$ cat config.mk
export PLATFORM = sky130hd
export DESIGN_NAME = irq_subsys_top
export DESIGN_NICKNAME = d
export VERILOG_FILES = /design/src/verilog/irq_subsys_pkg.sv /design/src/verilog/dbus_if.sv /design/src/verilog/clint.sv /design/src/verilog/dbus_interconnect.sv /design/src/verilog/host_bus_bridge.sv /design/src/verilog/irq_subsys_top.sv /design/src/verilog/plic.sv
export SDC_FILE = /design/constraint.sdc
export NUM_CORES = 1
export LEC_CHECK = 0
export BUFFER_PORTS_ARGS = -buffer_cell sky130_fd_sc_hd__buf_2
export CORE_ASPECT_RATIO = 1.75
export CORE_MARGIN = 2
export CORE_UTILIZATION = 60
export CTS_BUF_LIST = sky130_fd_sc_hd__clkbuf_2
export DETAILED_ROUTE_END_ITERATION = 10
export GPL_ROUTABILITY_DRIVEN = 0
export PLACE_DENSITY = 0.79
export SLEW_MARGIN = 20
export SYNTH_ARGS = -nofsm -noshare
export SYNTH_HDL_FRONTEND = slang
export SYNTH_SLANG_ARGS = --single-unit
$ cat constraint.sdc
create_clock -name clk -period 19.3 [get_ports clk]
set_input_delay 0 -clock clk [delete_from_list [all_inputs] [get_ports clk]]
set_output_delay 0 -clock clk [all_outputs]
set_load 0.01 [all_outputs]
$ cat src/verilog/irq_subsys_pkg.sv
`default_nettype none

package irq_subsys_pkg;

    // Bus widths, host side and internal side alike
    localparam int DBUS_AW = 16;
    localparam int DBUS_DW = 32;

    // Each region spans 4 KB, picked by addr[15:12]
    localparam int REGION_OFS_W = 12;

    localparam logic [DBUS_AW-1:0] CLINT_BASE = 16'h0000;
    localparam logic [DBUS_AW-1:0] PLIC_BASE  = 16'h1000;

    // CLINT word offsets
    localparam logic [REGION_OFS_W-1:0] CLINT_MSIP_OFS        = 12'h000;
    localparam logic [REGION_OFS_W-1:0] CLINT_MTIMECMP_LO_OFS = 12'h008;
    localparam logic [REGION_OFS_W-1:0] CLINT_MTIMECMP_HI_OFS = 12'h00C;
    localparam logic [REGION_OFS_W-1:0] CLINT_MTIME_LO_OFS    = 12'h010;
    localparam logic [REGION_OFS_W-1:0] CLINT_MTIME_HI_OFS    = 12'h014;

    // PLIC word offsets, priority of source n sits at PLIC_PRIO_OFS + 4n
    localparam logic [REGION_OFS_W-1:0] PLIC_PRIO_OFS   = 12'h000;
    localparam logic [REGION_OFS_W-1:0] PLIC_PEND_OFS   = 12'h080;
    localparam logic [REGION_OFS_W-1:0] PLIC_EN_OFS     = 12'h100;
    localparam logic [REGION_OFS_W-1:0] PLIC_THRESH_OFS = 12'h200;
    localparam logic [REGION_OFS_W-1:0] PLIC_CLAIM_OFS  = 12'h204;

    localparam int PLIC_PRIO_W = 3;

    typedef enum logic [1:0] {
        REGION_CLINT,
        REGION_PLIC,
        REGION_NONE
    } dbus_region_e;

    typedef enum logic [2:0] {
        BR_IDLE,
        BR_ACCESS,      // Single valid cycle
        BR_WAIT_DATA,
        BR_ACK,
        BR_RELEASE
    } bridge_state_e;

endpackage

`default_nettype wire

$ cat src/verilog/dbus_if.sv
`timescale 1ns/1ns
`default_nettype none

interface dbus_if (
    input logic clk
);

    logic                                valid;
    logic [irq_subsys_pkg::DBUS_AW-1:0]  addr;
    logic [irq_subsys_pkg::DBUS_DW-1:0]  wdata;
    logic                                we;

    // Peripheral selects from the address decoder
    logic                                sel_clint;
    logic                                sel_plic;

    logic [irq_subsys_pkg::DBUS_DW-1:0]  rdata_clint;
    logic [irq_subsys_pkg::DBUS_DW-1:0]  rdata_plic;
    logic [irq_subsys_pkg::DBUS_DW-1:0]  rdata;    // Muxed, one cycle after valid
    logic                                dec_err;

    modport master (input clk, output valid, addr, wdata, we, input rdata, dec_err);

    modport xbar (input clk, valid, addr, rdata_clint, rdata_plic,
                  output sel_clint, sel_plic, rdata, dec_err);

    modport clint_port (input clk, valid, addr, wdata, we, sel_clint, output rdata_clint);

    modport plic_port (input clk, valid, addr, wdata, we, sel_plic, output rdata_plic);

endinterface

`default_nettype wire

$ cat src/verilog/clint.sv
`timescale 1ns/1ns
`default_nettype none

module clint #(
    parameter int MTIME_DIV = 1
) (
    input  logic        clk,
    input  logic        arst_n_i,

    dbus_if.clint_port  bus,

    output logic        irq_timer_o,
    output logic        irq_soft_o
);

    localparam int DIV_W = (MTIME_DIV > 1) ? $clog2(MTIME_DIV) : 1;

    logic [irq_subsys_pkg::REGION_OFS_W-1:0]  ofs;
    logic                                     wr;
    logic                                     rd;
    logic                                     tick;
    logic [DIV_W-1:0]                         div_q;
    logic [63:0]                              mtime_q;
    logic [63:0]                              mtimecmp_q;
    logic                                     msip_q;
    logic [irq_subsys_pkg::DBUS_DW-1:0]       rd_word;

    assign ofs  = bus.addr[irq_subsys_pkg::REGION_OFS_W-1:0];
    assign wr   = bus.valid && bus.sel_clint && bus.we;
    assign rd   = bus.valid && bus.sel_clint && !bus.we;
    assign tick = (div_q == DIV_W'(MTIME_DIV - 1));   // Always set when MTIME_DIV is 1

    always_ff @(posedge clk or negedge arst_n_i) begin
        if (!arst_n_i) begin
            div_q       <= '0;
            mtime_q     <= '0;
            mtimecmp_q  <= '1;      // Timer irq off until software sets a compare
            msip_q      <= 1'b0;
            irq_timer_o <= 1'b0;
        end else begin
            div_q <= tick ? '0 : div_q + 1'b1;

            // A write to mtime takes precedence over the increment
            if (wr && ofs == irq_subsys_pkg::CLINT_MTIME_LO_OFS) begin
                mtime_q[31:0] <= bus.wdata;
            end else if (wr && ofs == irq_subsys_pkg::CLINT_MTIME_HI_OFS) begin
                mtime_q[63:32] <= bus.wdata;
            end else if (tick) begin
                mtime_q <= mtime_q + 64'd1;
            end

            if (wr && ofs == irq_subsys_pkg::CLINT_MTIMECMP_LO_OFS) begin
                mtimecmp_q[31:0] <= bus.wdata;
            end
            if (wr && ofs == irq_subsys_pkg::CLINT_MTIMECMP_HI_OFS) begin
                mtimecmp_q[63:32] <= bus.wdata;
            end
            if (wr && ofs == irq_subsys_pkg::CLINT_MSIP_OFS) begin
                msip_q <= bus.wdata[0];
            end

            irq_timer_o <= (mtime_q >= mtimecmp_q);
        end
    end

    always_comb begin
        case (ofs)
            irq_subsys_pkg::CLINT_MSIP_OFS:        rd_word = {31'd0, msip_q};
            irq_subsys_pkg::CLINT_MTIMECMP_LO_OFS: rd_word = mtimecmp_q[31:0];
            irq_subsys_pkg::CLINT_MTIMECMP_HI_OFS: rd_word = mtimecmp_q[63:32];
            irq_subsys_pkg::CLINT_MTIME_LO_OFS:    rd_word = mtime_q[31:0];
            irq_subsys_pkg::CLINT_MTIME_HI_OFS:    rd_word = mtime_q[63:32];
            default:                               rd_word = '0;
        endcase
    end

    always_ff @(posedge clk) begin
        if (rd) begin
            bus.rdata_clint <= rd_word;
        end
    end

    assign irq_soft_o = msip_q;

endmodule

`default_nettype wire

$ cat src/verilog/dbus_interconnect.sv
`timescale 1ns/1ns
`default_nettype none

module dbus_interconnect (
    input  logic    clk,
    input  logic    arst_n_i,

    dbus_if.xbar    bus
);

    localparam int RB_HI = irq_subsys_pkg::DBUS_AW - 1;
    localparam int RB_LO = irq_subsys_pkg::REGION_OFS_W;

    irq_subsys_pkg::dbus_region_e  region;
    irq_subsys_pkg::dbus_region_e  region_q;
    logic                          valid_q;

    // Region decode on addr[15:12]
    always_comb begin
        if (bus.addr[RB_HI:RB_LO] == irq_subsys_pkg::CLINT_BASE[RB_HI:RB_LO]) begin
            region = irq_subsys_pkg::REGION_CLINT;
        end else if (bus.addr[RB_HI:RB_LO] == irq_subsys_pkg::PLIC_BASE[RB_HI:RB_LO]) begin
            region = irq_subsys_pkg::REGION_PLIC;
        end else begin
            region = irq_subsys_pkg::REGION_NONE;
        end
    end

    assign bus.sel_clint = bus.valid && (region == irq_subsys_pkg::REGION_CLINT);
    assign bus.sel_plic  = bus.valid && (region == irq_subsys_pkg::REGION_PLIC);

    // Region kept for the read mux in the cycle after valid
    always_ff @(posedge clk or negedge arst_n_i) begin
        if (!arst_n_i) begin
            valid_q  <= 1'b0;
            region_q <= irq_subsys_pkg::REGION_NONE;
        end else begin
            valid_q <= bus.valid;
            if (bus.valid) begin
                region_q <= region;
            end
        end
    end

    always_comb begin
        bus.rdata = '0;
        if (valid_q) begin
            case (region_q)
                irq_subsys_pkg::REGION_CLINT: bus.rdata = bus.rdata_clint;
                irq_subsys_pkg::REGION_PLIC:  bus.rdata = bus.rdata_plic;
                default:                      bus.rdata = '0;   // Unmapped reads as zero
            endcase
        end
    end

    assign bus.dec_err = valid_q && (region_q == irq_subsys_pkg::REGION_NONE);

    sel_onehot: assert property (@(posedge clk) disable iff (!arst_n_i)
        !(bus.sel_clint && bus.sel_plic))
        else $error("CLINT and PLIC selected together");

endmodule

`default_nettype wire

$ cat src/verilog/host_bus_bridge.sv
`timescale 1ns/1ns
`default_nettype none

module host_bus_bridge (
    input  logic                                clk,
    input  logic                                arst_n_i,

    input  logic                                host_req_i,
    input  logic                                host_we_i,
    input  logic [irq_subsys_pkg::DBUS_AW-1:0]  host_addr_i,
    input  logic [irq_subsys_pkg::DBUS_DW-1:0]  host_wdata_i,
    output logic                                host_ack_o,
    output logic [irq_subsys_pkg::DBUS_DW-1:0]  host_rdata_o,
    output logic                                host_err_o,

    dbus_if.master                              bus
);

    irq_subsys_pkg::bridge_state_e       state_q;

    logic [irq_subsys_pkg::DBUS_AW-1:0]  addr_q;
    logic [irq_subsys_pkg::DBUS_DW-1:0]  wdata_q;
    logic                                we_q;

    always_ff @(posedge clk or negedge arst_n_i) begin
        if (!arst_n_i) begin
            state_q    <= irq_subsys_pkg::BR_IDLE;
            host_ack_o <= 1'b0;
            host_err_o <= 1'b0;
        end else begin
            case (state_q)
                irq_subsys_pkg::BR_IDLE: begin
                    if (host_req_i) begin
                        state_q <= irq_subsys_pkg::BR_ACCESS;
                    end
                end
                irq_subsys_pkg::BR_ACCESS: begin
                    state_q <= irq_subsys_pkg::BR_WAIT_DATA;
                end
                irq_subsys_pkg::BR_WAIT_DATA: begin
                    host_err_o <= bus.dec_err;
                    state_q    <= irq_subsys_pkg::BR_ACK;
                end
                irq_subsys_pkg::BR_ACK: begin
                    if (!host_ack_o) begin
                        host_ack_o <= 1'b1;
                    end else if (!host_req_i) begin   // Host saw ack, close the handshake
                        host_ack_o <= 1'b0;
                        state_q    <= irq_subsys_pkg::BR_RELEASE;
                    end
                end
                irq_subsys_pkg::BR_RELEASE: begin
                    state_q <= irq_subsys_pkg::BR_IDLE;
                end
                default: state_q <= irq_subsys_pkg::BR_IDLE;
            endcase
        end
    end

    // Request capture and read data latch
    always_ff @(posedge clk) begin
        if (state_q == irq_subsys_pkg::BR_IDLE && host_req_i) begin
            addr_q  <= host_addr_i;
            wdata_q <= host_wdata_i;
            we_q    <= host_we_i;
        end
        if (state_q == irq_subsys_pkg::BR_WAIT_DATA) begin
            host_rdata_o <= bus.rdata;
        end
    end

    assign bus.valid = (state_q == irq_subsys_pkg::BR_ACCESS);
    assign bus.addr  = addr_q;
    assign bus.wdata = wdata_q;
    assign bus.we    = we_q;

    ack_needs_req: assert property (@(posedge clk) disable iff (!arst_n_i)
        (!host_req_i && !host_ack_o) |=> !host_ack_o)
        else $error("host_ack_o rose without host_req_i");

    valid_one_cycle: assert property (@(posedge clk) disable iff (!arst_n_i)
        bus.valid |=> !bus.valid)
        else $error("valid held for more than one cycle");

endmodule

`default_nettype wire

$ cat src/verilog/irq_subsys_top.sv
`timescale 1ns/1ns
`default_nettype none

module irq_subsys_top #(
    parameter int SRC_COUNT = 4,
    parameter int MTIME_DIV = 1
) (
    input  logic                                clk,
    input  logic                                arst_n_i,

    // Host four-phase port
    input  logic                                host_req_i,
    input  logic                                host_we_i,
    input  logic [irq_subsys_pkg::DBUS_AW-1:0]  host_addr_i,
    input  logic [irq_subsys_pkg::DBUS_DW-1:0]  host_wdata_i,
    output logic                                host_ack_o,
    output logic [irq_subsys_pkg::DBUS_DW-1:0]  host_rdata_o,
    output logic                                host_err_o,

    input  logic [SRC_COUNT-1:0]                irq_src_i,
    output logic                                irq_timer_o,
    output logic                                irq_soft_o,
    output logic                                irq_ext_o
);

    dbus_if i_dbus (.clk(clk));

    host_bus_bridge i_bridge (
        .clk          (clk),
        .arst_n_i     (arst_n_i),
        .host_req_i   (host_req_i),
        .host_we_i    (host_we_i),
        .host_addr_i  (host_addr_i),
        .host_wdata_i (host_wdata_i),
        .host_ack_o   (host_ack_o),
        .host_rdata_o (host_rdata_o),
        .host_err_o   (host_err_o),
        .bus          (i_dbus.master)
    );

    dbus_interconnect i_xbar (
        .clk      (clk),
        .arst_n_i (arst_n_i),
        .bus      (i_dbus.xbar)
    );

    clint #(
        .MTIME_DIV (MTIME_DIV)
    ) i_clint (
        .clk         (clk),
        .arst_n_i    (arst_n_i),
        .bus         (i_dbus.clint_port),
        .irq_timer_o (irq_timer_o),
        .irq_soft_o  (irq_soft_o)
    );

    plic #(
        .SRC_COUNT (SRC_COUNT)
    ) i_plic (
        .clk       (clk),
        .arst_n_i  (arst_n_i),
        .bus       (i_dbus.plic_port),
        .irq_src_i (irq_src_i),
        .irq_ext_o (irq_ext_o)      // Single target
    );

endmodule

`default_nettype wire

$ cat src/verilog/plic.sv
`timescale 1ns/1ns
`default_nettype none

module plic #(
    parameter int SRC_COUNT = 4
) (
    input  logic                  clk,
    input  logic                  arst_n_i,

    dbus_if.plic_port             bus,

    input  logic [SRC_COUNT-1:0]  irq_src_i,
    output logic                  irq_ext_o
);

    localparam int ID_W   = $clog2(SRC_COUNT + 1);
    localparam int PRIO_W = irq_subsys_pkg::PLIC_PRIO_W;

    logic [irq_subsys_pkg::REGION_OFS_W-1:0]  ofs;
    logic                                     wr;
    logic                                     rd;
    logic                                     prio_hit;
    logic                                     claim_rd;
    logic                                     compl_wr;
    logic [PRIO_W-1:0]                        prio_q [1:SRC_COUNT];
    logic [PRIO_W-1:0]                        thresh_q;
    logic [SRC_COUNT:1]                       src;
    logic [SRC_COUNT:1]                       pend_q;
    logic [SRC_COUNT:1]                       en_q;
    logic [SRC_COUNT:1]                       busy_q;      // Claimed, not yet completed
    logic [SRC_COUNT:1]                       claim_vec;
    logic [SRC_COUNT:1]                       compl_vec;
    logic [ID_W-1:0]                          best_id;
    logic [PRIO_W-1:0]                        best_prio;
    logic [irq_subsys_pkg::DBUS_DW-1:0]       rd_word;

    assign ofs      = bus.addr[irq_subsys_pkg::REGION_OFS_W-1:0];
    assign wr       = bus.valid && bus.sel_plic && bus.we;
    assign rd       = bus.valid && bus.sel_plic && !bus.we;
    assign prio_hit = (ofs[11:7] == irq_subsys_pkg::PLIC_PRIO_OFS[11:7]);
    assign claim_rd = rd && (ofs == irq_subsys_pkg::PLIC_CLAIM_OFS);
    assign compl_wr = wr && (ofs == irq_subsys_pkg::PLIC_CLAIM_OFS);
    assign src      = irq_src_i;    // Source n on bit n

    // Highest priority above threshold wins, ties go to the lower ID
    always_comb begin
        best_id   = '0;
        best_prio = thresh_q;
        for (int n = 1; n <= SRC_COUNT; n++) begin
            if (pend_q[n] && en_q[n] && prio_q[n] > best_prio) begin
                best_id   = ID_W'(n);
                best_prio = prio_q[n];
            end
        end
    end

    always_comb begin
        claim_vec = '0;
        compl_vec = '0;
        for (int n = 1; n <= SRC_COUNT; n++) begin
            claim_vec[n] = claim_rd && (best_id == ID_W'(n));
            compl_vec[n] = compl_wr && (bus.wdata[ID_W-1:0] == ID_W'(n));
        end
    end

    always_ff @(posedge clk or negedge arst_n_i) begin
        if (!arst_n_i) begin
            for (int n = 1; n <= SRC_COUNT; n++) begin
                prio_q[n] <= '0;
            end
            thresh_q  <= '0;
            pend_q    <= '0;
            en_q      <= '0;
            busy_q    <= '0;
            irq_ext_o <= 1'b0;
        end else begin
            for (int n = 1; n <= SRC_COUNT; n++) begin
                if (wr && prio_hit && ofs[6:2] == 5'(n)) begin
                    prio_q[n] <= bus.wdata[PRIO_W-1:0];
                end
            end
            if (wr && ofs == irq_subsys_pkg::PLIC_EN_OFS) begin
                en_q <= bus.wdata[SRC_COUNT:1];
            end
            if (wr && ofs == irq_subsys_pkg::PLIC_THRESH_OFS) begin
                thresh_q <= bus.wdata[PRIO_W-1:0];
            end

            // Gateway holds off a source while its claim is outstanding
            pend_q    <= (pend_q | (src & ~busy_q)) & ~claim_vec;
            busy_q    <= (busy_q | claim_vec) & ~compl_vec;
            irq_ext_o <= (best_id != '0);
        end
    end

    always_comb begin
        rd_word = '0;
        if (prio_hit) begin
            for (int n = 1; n <= SRC_COUNT; n++) begin
                if (ofs[6:2] == 5'(n)) rd_word[PRIO_W-1:0] = prio_q[n];
            end
        end else begin
            case (ofs)
                irq_subsys_pkg::PLIC_PEND_OFS:   rd_word[SRC_COUNT:1] = pend_q;
                irq_subsys_pkg::PLIC_EN_OFS:     rd_word[SRC_COUNT:1] = en_q;
                irq_subsys_pkg::PLIC_THRESH_OFS: rd_word[PRIO_W-1:0]  = thresh_q;
                irq_subsys_pkg::PLIC_CLAIM_OFS:  rd_word[ID_W-1:0]    = best_id;
                default: ;
            endcase
        end
    end

    always_ff @(posedge clk) begin
        if (rd) begin
            bus.rdata_plic <= rd_word;
        end
    end

    claim_id_range: assert property (@(posedge clk) disable iff (!arst_n_i)
        claim_rd |=> (bus.rdata_plic <= irq_subsys_pkg::DBUS_DW'(SRC_COUNT)))
        else $error("Claim returned an ID above SRC_COUNT");

endmodule

`default_nettype wire
==> results of run 1 <==
==> per-stage QoR <==
stage / worst slack, ns / util / hold WS [ns] / std cells / cell area [µm²]
2_1_floorplan: 13.12 / - / -0.296 / 1415 / 14900
4_1_cts: 12.13 / 0.707 / 0.00225 / 1996 / 17300
6_report: 12.01 / 0.707 / 0.0411 / 1997 / 17300
3_3_place_gp: 12.41 / 0.633 / 0.138 / 1762 / 15500
3_5_place_dp: 12.19 / 0.633 / 0.137 / 1762 / 15500
5_1_grt: 11.51 / 0.707 / 0.133 / 1997 / 17300
==> cells in the mapped netlist (5+ instances only) <==
| cell type | number |
|---|---|
| nand4_1 | 27 |
| and4_1 | 9 |
| and2_1 | 32 |
| o21ai_0 | 94 |
| nor3_1 | 25 |
| a22oi_1 | 69 |
| nor2_1 | 61 |
| a31oi_1 | 22 |
| ha_1 | 75 |
| a21oi_1 | 60 |
| mux2_2 | 20 |
| a21o_1 | 14 |
| a211oi_1 | 7 |
| a221o_1 | 6 |
| edfxtp_1 | 118 |
| nor2b_1 | 7 |
| o311ai_0 | 20 |
| mux2_4 | 26 |
| buf_6 | 6 |
| o21ai_1 | 30 |
| buf_1 | 6 |
| nand2_1 | 188 |
| dfrtp_1 | 101 |
| a32oi_1 | 5 |
| nand3_1 | 47 |
| dfstp_2 | 65 |
| buf_2 | 26 |
| o211ai_1 | 11 |
| inv_1 | 90 |
| or3_1 | 7 |
| nand2b_1 | 5 |
| clkbuf_1 | 27 |
| nor4_1 | 13 |
| mux2i_1 | 7 |
| and3_1 | 21 |
==> path summary, 6_finish.rpt <==
path                                       start                endpoint  slack, ns  cells past startpoint
max reg2reg                   i_plic.thresh_q[1]        i_plic.busy_q[1]      12.01                     27
min reg2reg                i_clint.mtimecmp_q[1]   i_clint.mtimecmp_q[1]       0.50                      2
min in group asynchronous               arst_n_i  i_clint.mtimecmp_q[34]       0.40                      3
max in group asynchronous               arst_n_i     i_clint.mtime_q[42]      17.80                      4
max                           i_plic.thresh_q[1]        i_plic.busy_q[1]      12.01                     27
min                                   host_req_i     i_bridge.state_q[0]       0.04                      4
==> final cells by class <==
type | count | area [µm²]
repair buffers | 215 | 1690
clock buffers | 102 | 510
flip-flops and latches | 284 | 7780
diodes | 1 | 2.50
multi-input cells | 972 | 6410
fillers | 1815 | 7160
well taps | 312 | 390
clock inverters | 21 | 160
inverters | 90 | 338
==> layer usage <==
layer	global-route usage	up-vias	share of wire	wire, µm
li1	-	5695	-	-
met1	0.344	6116	0.35	14400
met2	0.564	546	0.53	21400
met3	0.0628	168	0.061	2480
met4	0.214	0	0.060	2450
met5	0	-	0	0
==> critical path: stages (launching register included) <==
cell	delay (ns)
dfrtp_1	0.38
inv_1	0.09
ha_1	0.31
nor2b_1	0.15
o21a_1	0.18
o21ai_0	0.57
o21ai_0	0.29
ha_1	0.36
nor2_1	0.06
nor2_1	0.13
nor2_1	0.05
mux2_2	0.28
o21ai_0	0.36
mux2_2	0.41
ha_1	0.18
inv_1	0.05
a21o_1	0.10
a21oi_1	0.06
a311oi_1	0.84
mux2_2	0.42
ha_1	0.29
nor2b_1	0.14
o21a_1	0.18
o2111ai_1	0.33
nand2b_1	0.14
nor4_1	0.48
a31oi_1	0.16
a31oi_1	0.21
==> cell usage in the layout (no fill, tap or decap), types with 24 or more instances in the layout <==
cell and count:
nand4_1 27, dfrtp_1 101, and2_1 30, ha_1 75
nand2_1 188, dfstp_2 65, clkbuf_2 102, o21ai_0 94
buf_2 91, o21ai_1 30, nand3_1 47, edfxtp_1 118
mux2_4 26, a21oi_1 60, nor2_1 60, a22oi_1 69
dlygate4sd3_1 110, nor3_1 24, inv_1 90
==> timing repair <==
action	CTS	global route
hold endpoints to repair	157	0
hold buffers	111	0
resized for setup	0	0
==> sequential cells by signal, summed over array words and instances (netlist names) <==
register                 count
i_clint.mtime_q             64
i_clint.mtimecmp_q          64
i_bridge.bus.wdata          32
i_bridge.host_rdata_o       32
i_clint.bus.rdata_clint     32
i_bridge.bus.addr           16
i_plic.prio_q               12
i_plic.bus.rdata_plic        5
i_plic.busy_q                4
i_plic.en_q                  4
i_plic.pend_q                4
i_bridge.state_q             3
i_plic.thresh_q              3
i_xbar.region_q              2
i_bridge.bus.we              1
i_bridge.host_ack_o          1
i_bridge.host_err_o          1
i_clint.irq_soft_o           1
i_clint.irq_timer_o          1
i_plic.irq_ext_o             1
i_xbar.valid_q               1
==> power by group <==
part | switching (mW) | total, mW | internal [mW]
logic | 0.0899 | 0.154 | 0.0636
clock network | 0.249 | 0.430 | 0.181
registers | 0.0411 | 0.737 | 0.696
==> logic make-up after synthesis <==
family | synth area share
adders and majority gates | 0.0632
AOI/OAI and AO/OA | 0.160
DFF | 0.524
buffers and inverters | 0.0464
and+or+nand+nor | 0.157
xor gates and xnor gates | 0.00354
muxes | 0.0462
==> flow_metrics.py, run 1 <==
metrics = {
    "run_status": {
        "status": "finished clean",
    },
    "floorplan": {
        "fp.dieH_um": 212,
        "initial_core_util": 0.608,
        "io_pins": 93,
        "core-area_um2": 24400,
        "die_w_um": 123,
        "dieArea_um2": 26100,
        "rows": 76,
    },
    "synthesis": {
        "synthesis.area_um2": 14900,
        "synth_warnings": 0,
        "syn_nets": 1546,
        "ys.flop_type": "edfxtp_1",
        "ys_async_sr_fraction": 0.585,
        "synth_edf_count": 118,
        "syn_inst": 1415,
        "yosysSeqAreaShare": 0.524,
        "yosysTopAreaCell": "edfxtp_1",
        "synth_seq_cells": 284,
        "synth.top_cell.area_share": 0.239,
        "synth_cell_types": 74,
        "synthTopCellsByArea": "edfxtp_1 (24%), dfrtp_1 (17%), dfstp_2 (11%)",
        "syn_area_per_cell_um2": 10.5,
    },
    "cts": {
        "cts_setup_buffers": 0,
        "clockBufferDepth": 3,
        "cts_root_buffer": "clkbuf_2",
        "htreeDepth": 3,
        "clock_sinks": 284,
        "clk_pin_slew_worst_paths_ns": 0.12,
        "cts_buffers": 68,
        "insertion_delay_ns": 0.90,
        "cts_tree": "built",
    },
    "timing": {
        "slew_headroom": 0.261,
        "min_period_ns": 7.29,
        "slew_viol_final": 0,
        "hold_viol": 0,
        "finClkSkew_ns": 0.0753,
        "tns_ns": 0,
        "setup_viol_count_final": 0,
        "fmax_mhz": 137,
        "post-route-period-util": 0.378,
        "worstMarginPinSlew_ns": 1.10,
        "rsz0062_at_grt": "false",
    },
    "place": {
        "portBuffers": 92,
        "hpwl_um": 26200,
    },
    "routing": {
        "via_per_inst": 6.27,
        "ant_nets": 0,
        "routed_wl_um": 40800,
        "dr_total_vias": 12500,
        "drt-pass1-iter-count": 6,
        "drt-initial-drc-count": 1066,
        "drc": 0,
        "wire_per_inst_um": 20.4,
    },
    "finish": {
        "drive_above_1_share": 0.207,
        "nNetsFinal": 1762,
        "syn_to_final_growth_pct": 16.3,
    },
    "global_route": {
        "grt-ovfl-total": 0,
        "grt_pass1_wl_um": 65100,
        "grt_pass1_vias": 13000,
        "antenna_found_initial": 1,
        "grt_max_degree": 79,
        "grt.total_usage": 0.322,
    },
    "power_and_ir_drop": {
        "total_power_mw": 1.32,
        "power_density_nw_per_um2": 76.4,
        "max-vdd-ir-drop_mv": 0.0425,
        "leakagePower_nw": 7.14,
    },
    "worst_setup_path": {
        "start_kind": "flop",
        "worstPathRequired_ns": 20.09,
        "end_kind": "flop",
        "path_class": "reg -> reg",
        "arrival_ns": 8.08,
        "crit_path_max_fanout": 8,
    },
    "hold_path": {
        "hp-class": "in -> reg",
    },
    "job": {
        "drv_cap": 0,
    },
}
(Power assumes the default switching activity.)
==> run 2, diff against run 1 <==
--- a/config.mk
+++ b/config.mk
@@ -5,14 +5,15 @@
 export SDC_FILE = /design/constraint.sdc
 export NUM_CORES = 1
 export LEC_CHECK = 0
+export ABC_AREA = 1
 export BUFFER_PORTS_ARGS = -buffer_cell sky130_fd_sc_hd__buf_2
 export CORE_ASPECT_RATIO = 1.75
 export CORE_MARGIN = 2
-export CORE_UTILIZATION = 60
+export CORE_UTILIZATION = 57
 export CTS_BUF_LIST = sky130_fd_sc_hd__clkbuf_2
 export DETAILED_ROUTE_END_ITERATION = 10
 export GPL_ROUTABILITY_DRIVEN = 0
-export PLACE_DENSITY = 0.79
+export PLACE_DENSITY = 0.78
 export SLEW_MARGIN = 20
 export SYNTH_ARGS = -nofsm -noshare
 export SYNTH_HDL_FRONTEND = slang
==> constraint.sdc (replaced) <==
create_clock -name clk -period 6.1 [get_ports clk]
set_input_delay 0 -clock clk [delete_from_list [all_inputs] [get_ports clk]]
set_output_delay 0 -clock clk [all_outputs]
set_load 0.01 [all_outputs]
==> run 2 against run 1 <==
  * Cell area up 6.0%
  * Flip-flop and latch count unchanged
  * Area after synthesis up 6.0%
  * Via count up 13%
  * Clock power rose to 3.2 times the previous value
  * Cell count up 21%
  * Non-clock buffer count down 2
  * Synthesized cell count up 23%
  * Utilization down 3.4 points
  * Largest cell class unchanged
  * Largest power group unchanged
==> flow_metrics.py, run 2 <==
metrics = {
    "job": {
        "drv_cap": 0,
    },
    "timing": {
        "min_period_ns": 5.27,
        "fin_ws_ns": 0.829,
        "hold_ws_ns": 0.205,
        "slew_viol_final": 0,
        "setup_viol_count_final": 0,
        "rsz0062_at_grt": "false",
        "fmax_mhz": 190,
        "hold_viol": 0,
        "post-route-period-util": 0.864,
        "worstMarginPinSlew_ns": 1.02,
        "finClkSkew_ns": 0.0952,
        "slew_headroom": 0.322,
        "tns_ns": 0,
    },
    "routing": {
        "ant_nets": 0,
        "drt-pass1-iter-count": 6,
        "drt-initial-drc-count": 1427,
        "dr_total_vias": 14100,
        "routed_wl_um": 50200,
        "drc": 0,
        "wire_per_inst_um": 20.8,
        "via_per_inst": 5.86,
    },
    "run_status": {
        "status": "finished clean",
    },
    "global_route": {
        "antenna_found_initial": 2,
        "grt_pass1_wl_um": 76600,
        "grt.total_usage": 0.356,
        "grt_pass1_vias": 14200,
        "grt-ovfl-total": 0,
        "busiest_layer": "met2",
        "met2_usage": 0.587,
        "use_met3": 0.103,
        "gr-usage-met1": 0.350,
        "grt_max_degree": 80,
    },
    "place": {
        "place_ws_ns": 1.10,
        "hpwl_um": 34300,
        "dp.cells": 2169,
        "portBuffers": 92,
    },
    "synthesis": {
        "synth_edf_count": 118,
        "synth_seq_cells": 284,
        "synthTopCellsByArea": "edfxtp_1 (23%), dfrtp_1 (16%), dfstp_2 (11%)",
        "yosysTopAreaCell": "edfxtp_1",
        "ys.flop_type": "edfxtp_1",
        "synth.top_cell.area_share": 0.225,
        "syn_nets": 1877,
        "synthesis.area_um2": 15700,
        "synth_cell_types": 59,
        "yosysSeqAreaShare": 0.494,
        "synth_warnings": 0,
        "synth_common_cells": "nand2_1 (361), inv_1 (247), nor2_1 (133)",
        "ys_async_sr_fraction": 0.585,
        "syn_area_per_cell_um2": 9.02,
        "syn_inst": 1746,
        "synth.most_common_cell": "nand2_1",
    },
    "floorplan": {
        "initial_core_util": 0.578,
        "core-area_um2": 27200,
        "dieArea_um2": 29000,
        "fp.dieH_um": 224,
        "io_pins": 93,
        "rows": 80,
        "die_w_um": 130,
    },
    "worst_setup_path": {
        "cpMaxStageDelayCell": "dfrtp_1",
        "max_stage_delay_ns": 0.37,
        "path_class": "reg -> reg",
        "end_kind": "flop",
        "start_kind": "flop",
        "crit_path_max_fanout": 9,
        "worstPathRequired_ns": 6.98,
        "arrival_ns": 6.15,
    },
    "finish": {
        "final_cells": 2409,
        "drive_above_1_share": 0.180,
        "syn_to_final_growth_pct": 16.4,
        "regArea_um2": 7780,
        "reg.largest.list": "i_clint.mtime_q x64, i_clint.mtimecmp_q x64",
        "n_fill_cell": 2222,
        "multi_input_area_um2": 6750,
        "final_common_cell": "nand2_1",
        "nNetsFinal": 2112,
        "final_cell_mix": "nand2_1 (361), inv_1 (247), nor2_1 (130)",
    },
    "cts": {
        "clk_pin_slew_worst_paths_ns": 0.16,
        "clockBufferDepth": 3,
        "cts_root_buffer": "clkbuf_2",
        "cts_resized": 0,
        "cts_buffers": 67,
        "insertion_delay_ns": 1.02,
        "cts_tree": "built",
        "htreeDepth": 3,
        "clock_sinks": 284,
    },
    "power_and_ir_drop": {
        "total_power_mw": 4.32,
        "leakagePower_nw": 7.51,
        "max-vdd-ir-drop_mv": 0.134,
        "power_density_nw_per_um2": 236,
    },
    "hold_path": {
        "hp-class": "in -> async",
    },
}
-- run 2: changes by cell type in the layout (fill, tap and decap cells not counted), sizes merged, moves of 46 or more --
cell,before,now
nor2,63,146
inv,92,256
nand2,189,368
mux2,46,0
a22oi,69,1
o221ai,0,49
xor2,2,51
-- run 2: through the flow --
| step | util | cell area, µm² |
|---|---|---|
| after floorplan | - | 15700 |
| after global placement | 0.605 | 16500 |
| after detailed placement | 0.605 | 16500 |
| after CTS | 0.672 | 18300 |
| after global routing | 0.673 | 18300 |
| final | 0.673 | 18300 |
-- run 2: critical path: cells and delay by family (launching register included) --
| family | cells | cell delay, ns |
|---|---|---|
| AND/OR/NAND/NOR | 18 | 2.22 |
| adder cells (fa/ha/maj) | 4 | 1.27 |
| AO/OA/AOI/OAI | 6 | 1.11 |
| flip-flops | 1 | 0.37 |
| buffers and inverters | 2 | 0.19 |
-- run 2: metal layers --
layer | routed length [µm] | vias up | share of wire
met1 | 16100 | 6602 | 0.32
li1 | - | 6460 | -
met4 | 5630 | 0 | 0.11
met3 | 3920 | 294 | 0.078
met5 | 0 | - | 0
met2 | 24500 | 762 | 0.49
-- run 2: area by class of cell --
class | instances | area share
flip-flops and latches | 284 | 0.425
multi-input cells | 1158 | 0.369
repair buffers | 213 | 0.0914
inverters | 257 | 0.0527
clock buffers | 106 | 0.0290
well taps | 369 | 0.0252
clock inverters | 18 | 0.00813
diodes | 4 | 0.000546
-- run 2: final timing paths --
| path | from | to | slack, ns | cells after the start |
|---|---|---|---|---|
| worst max-delay path | i_plic.thresh_q[2] | i_plic.busy_q[3] | 0.83 | 30 |
| worst min-delay path | arst_n_i | i_clint.mtimecmp_q[34] | 0.21 | 3 |
| worst max register to register | i_plic.thresh_q[2] | i_plic.busy_q[3] | 0.83 | 30 |
| worst min register to register | i_clint.mtimecmp_q[20] | i_clint.mtimecmp_q[20] | 0.48 | 2 |
| max in group asynchronous | arst_n_i | i_clint.mtime_q[51] | 5.06 | 4 |
| min in group clk | host_wdata_i[26] | i_bridge.bus.wdata[26] | 0.26 | 3 |
-- run 2: repair_timing --
item,4_1_cts,5_1_grt
hold buffers,111,0
setup buffers,0,0
hold endpoints to repair,229,0
-- run 2: power breakdown --
| group | leakage (nW) | internal [mW] | switching (mW) |
|---|---|---|---|
| logic | 3.92 | 0.199 | 0.422 |
| registers | 3.07 | 2.22 | 0.114 |
| clock network | 0.514 | 0.584 | 0.785 |
| total | 7.51 | 3.00 | 1.32 |
-- run 2: cells by family (layout without fill, tap and decap cells) --
family,after synthesis,count (layout),share of synthesized area
flip-flops,284,284,0.494
adder cells (fa/ha/maj),75,75,0.0596
buffers and inverters,304,594,0.0787
AND/OR/NAND/NOR,692,692,0.196
XOR/XNOR,54,54,0.0300
other,0,4,0
AO/OA/AOI/OAI,337,337,0.141
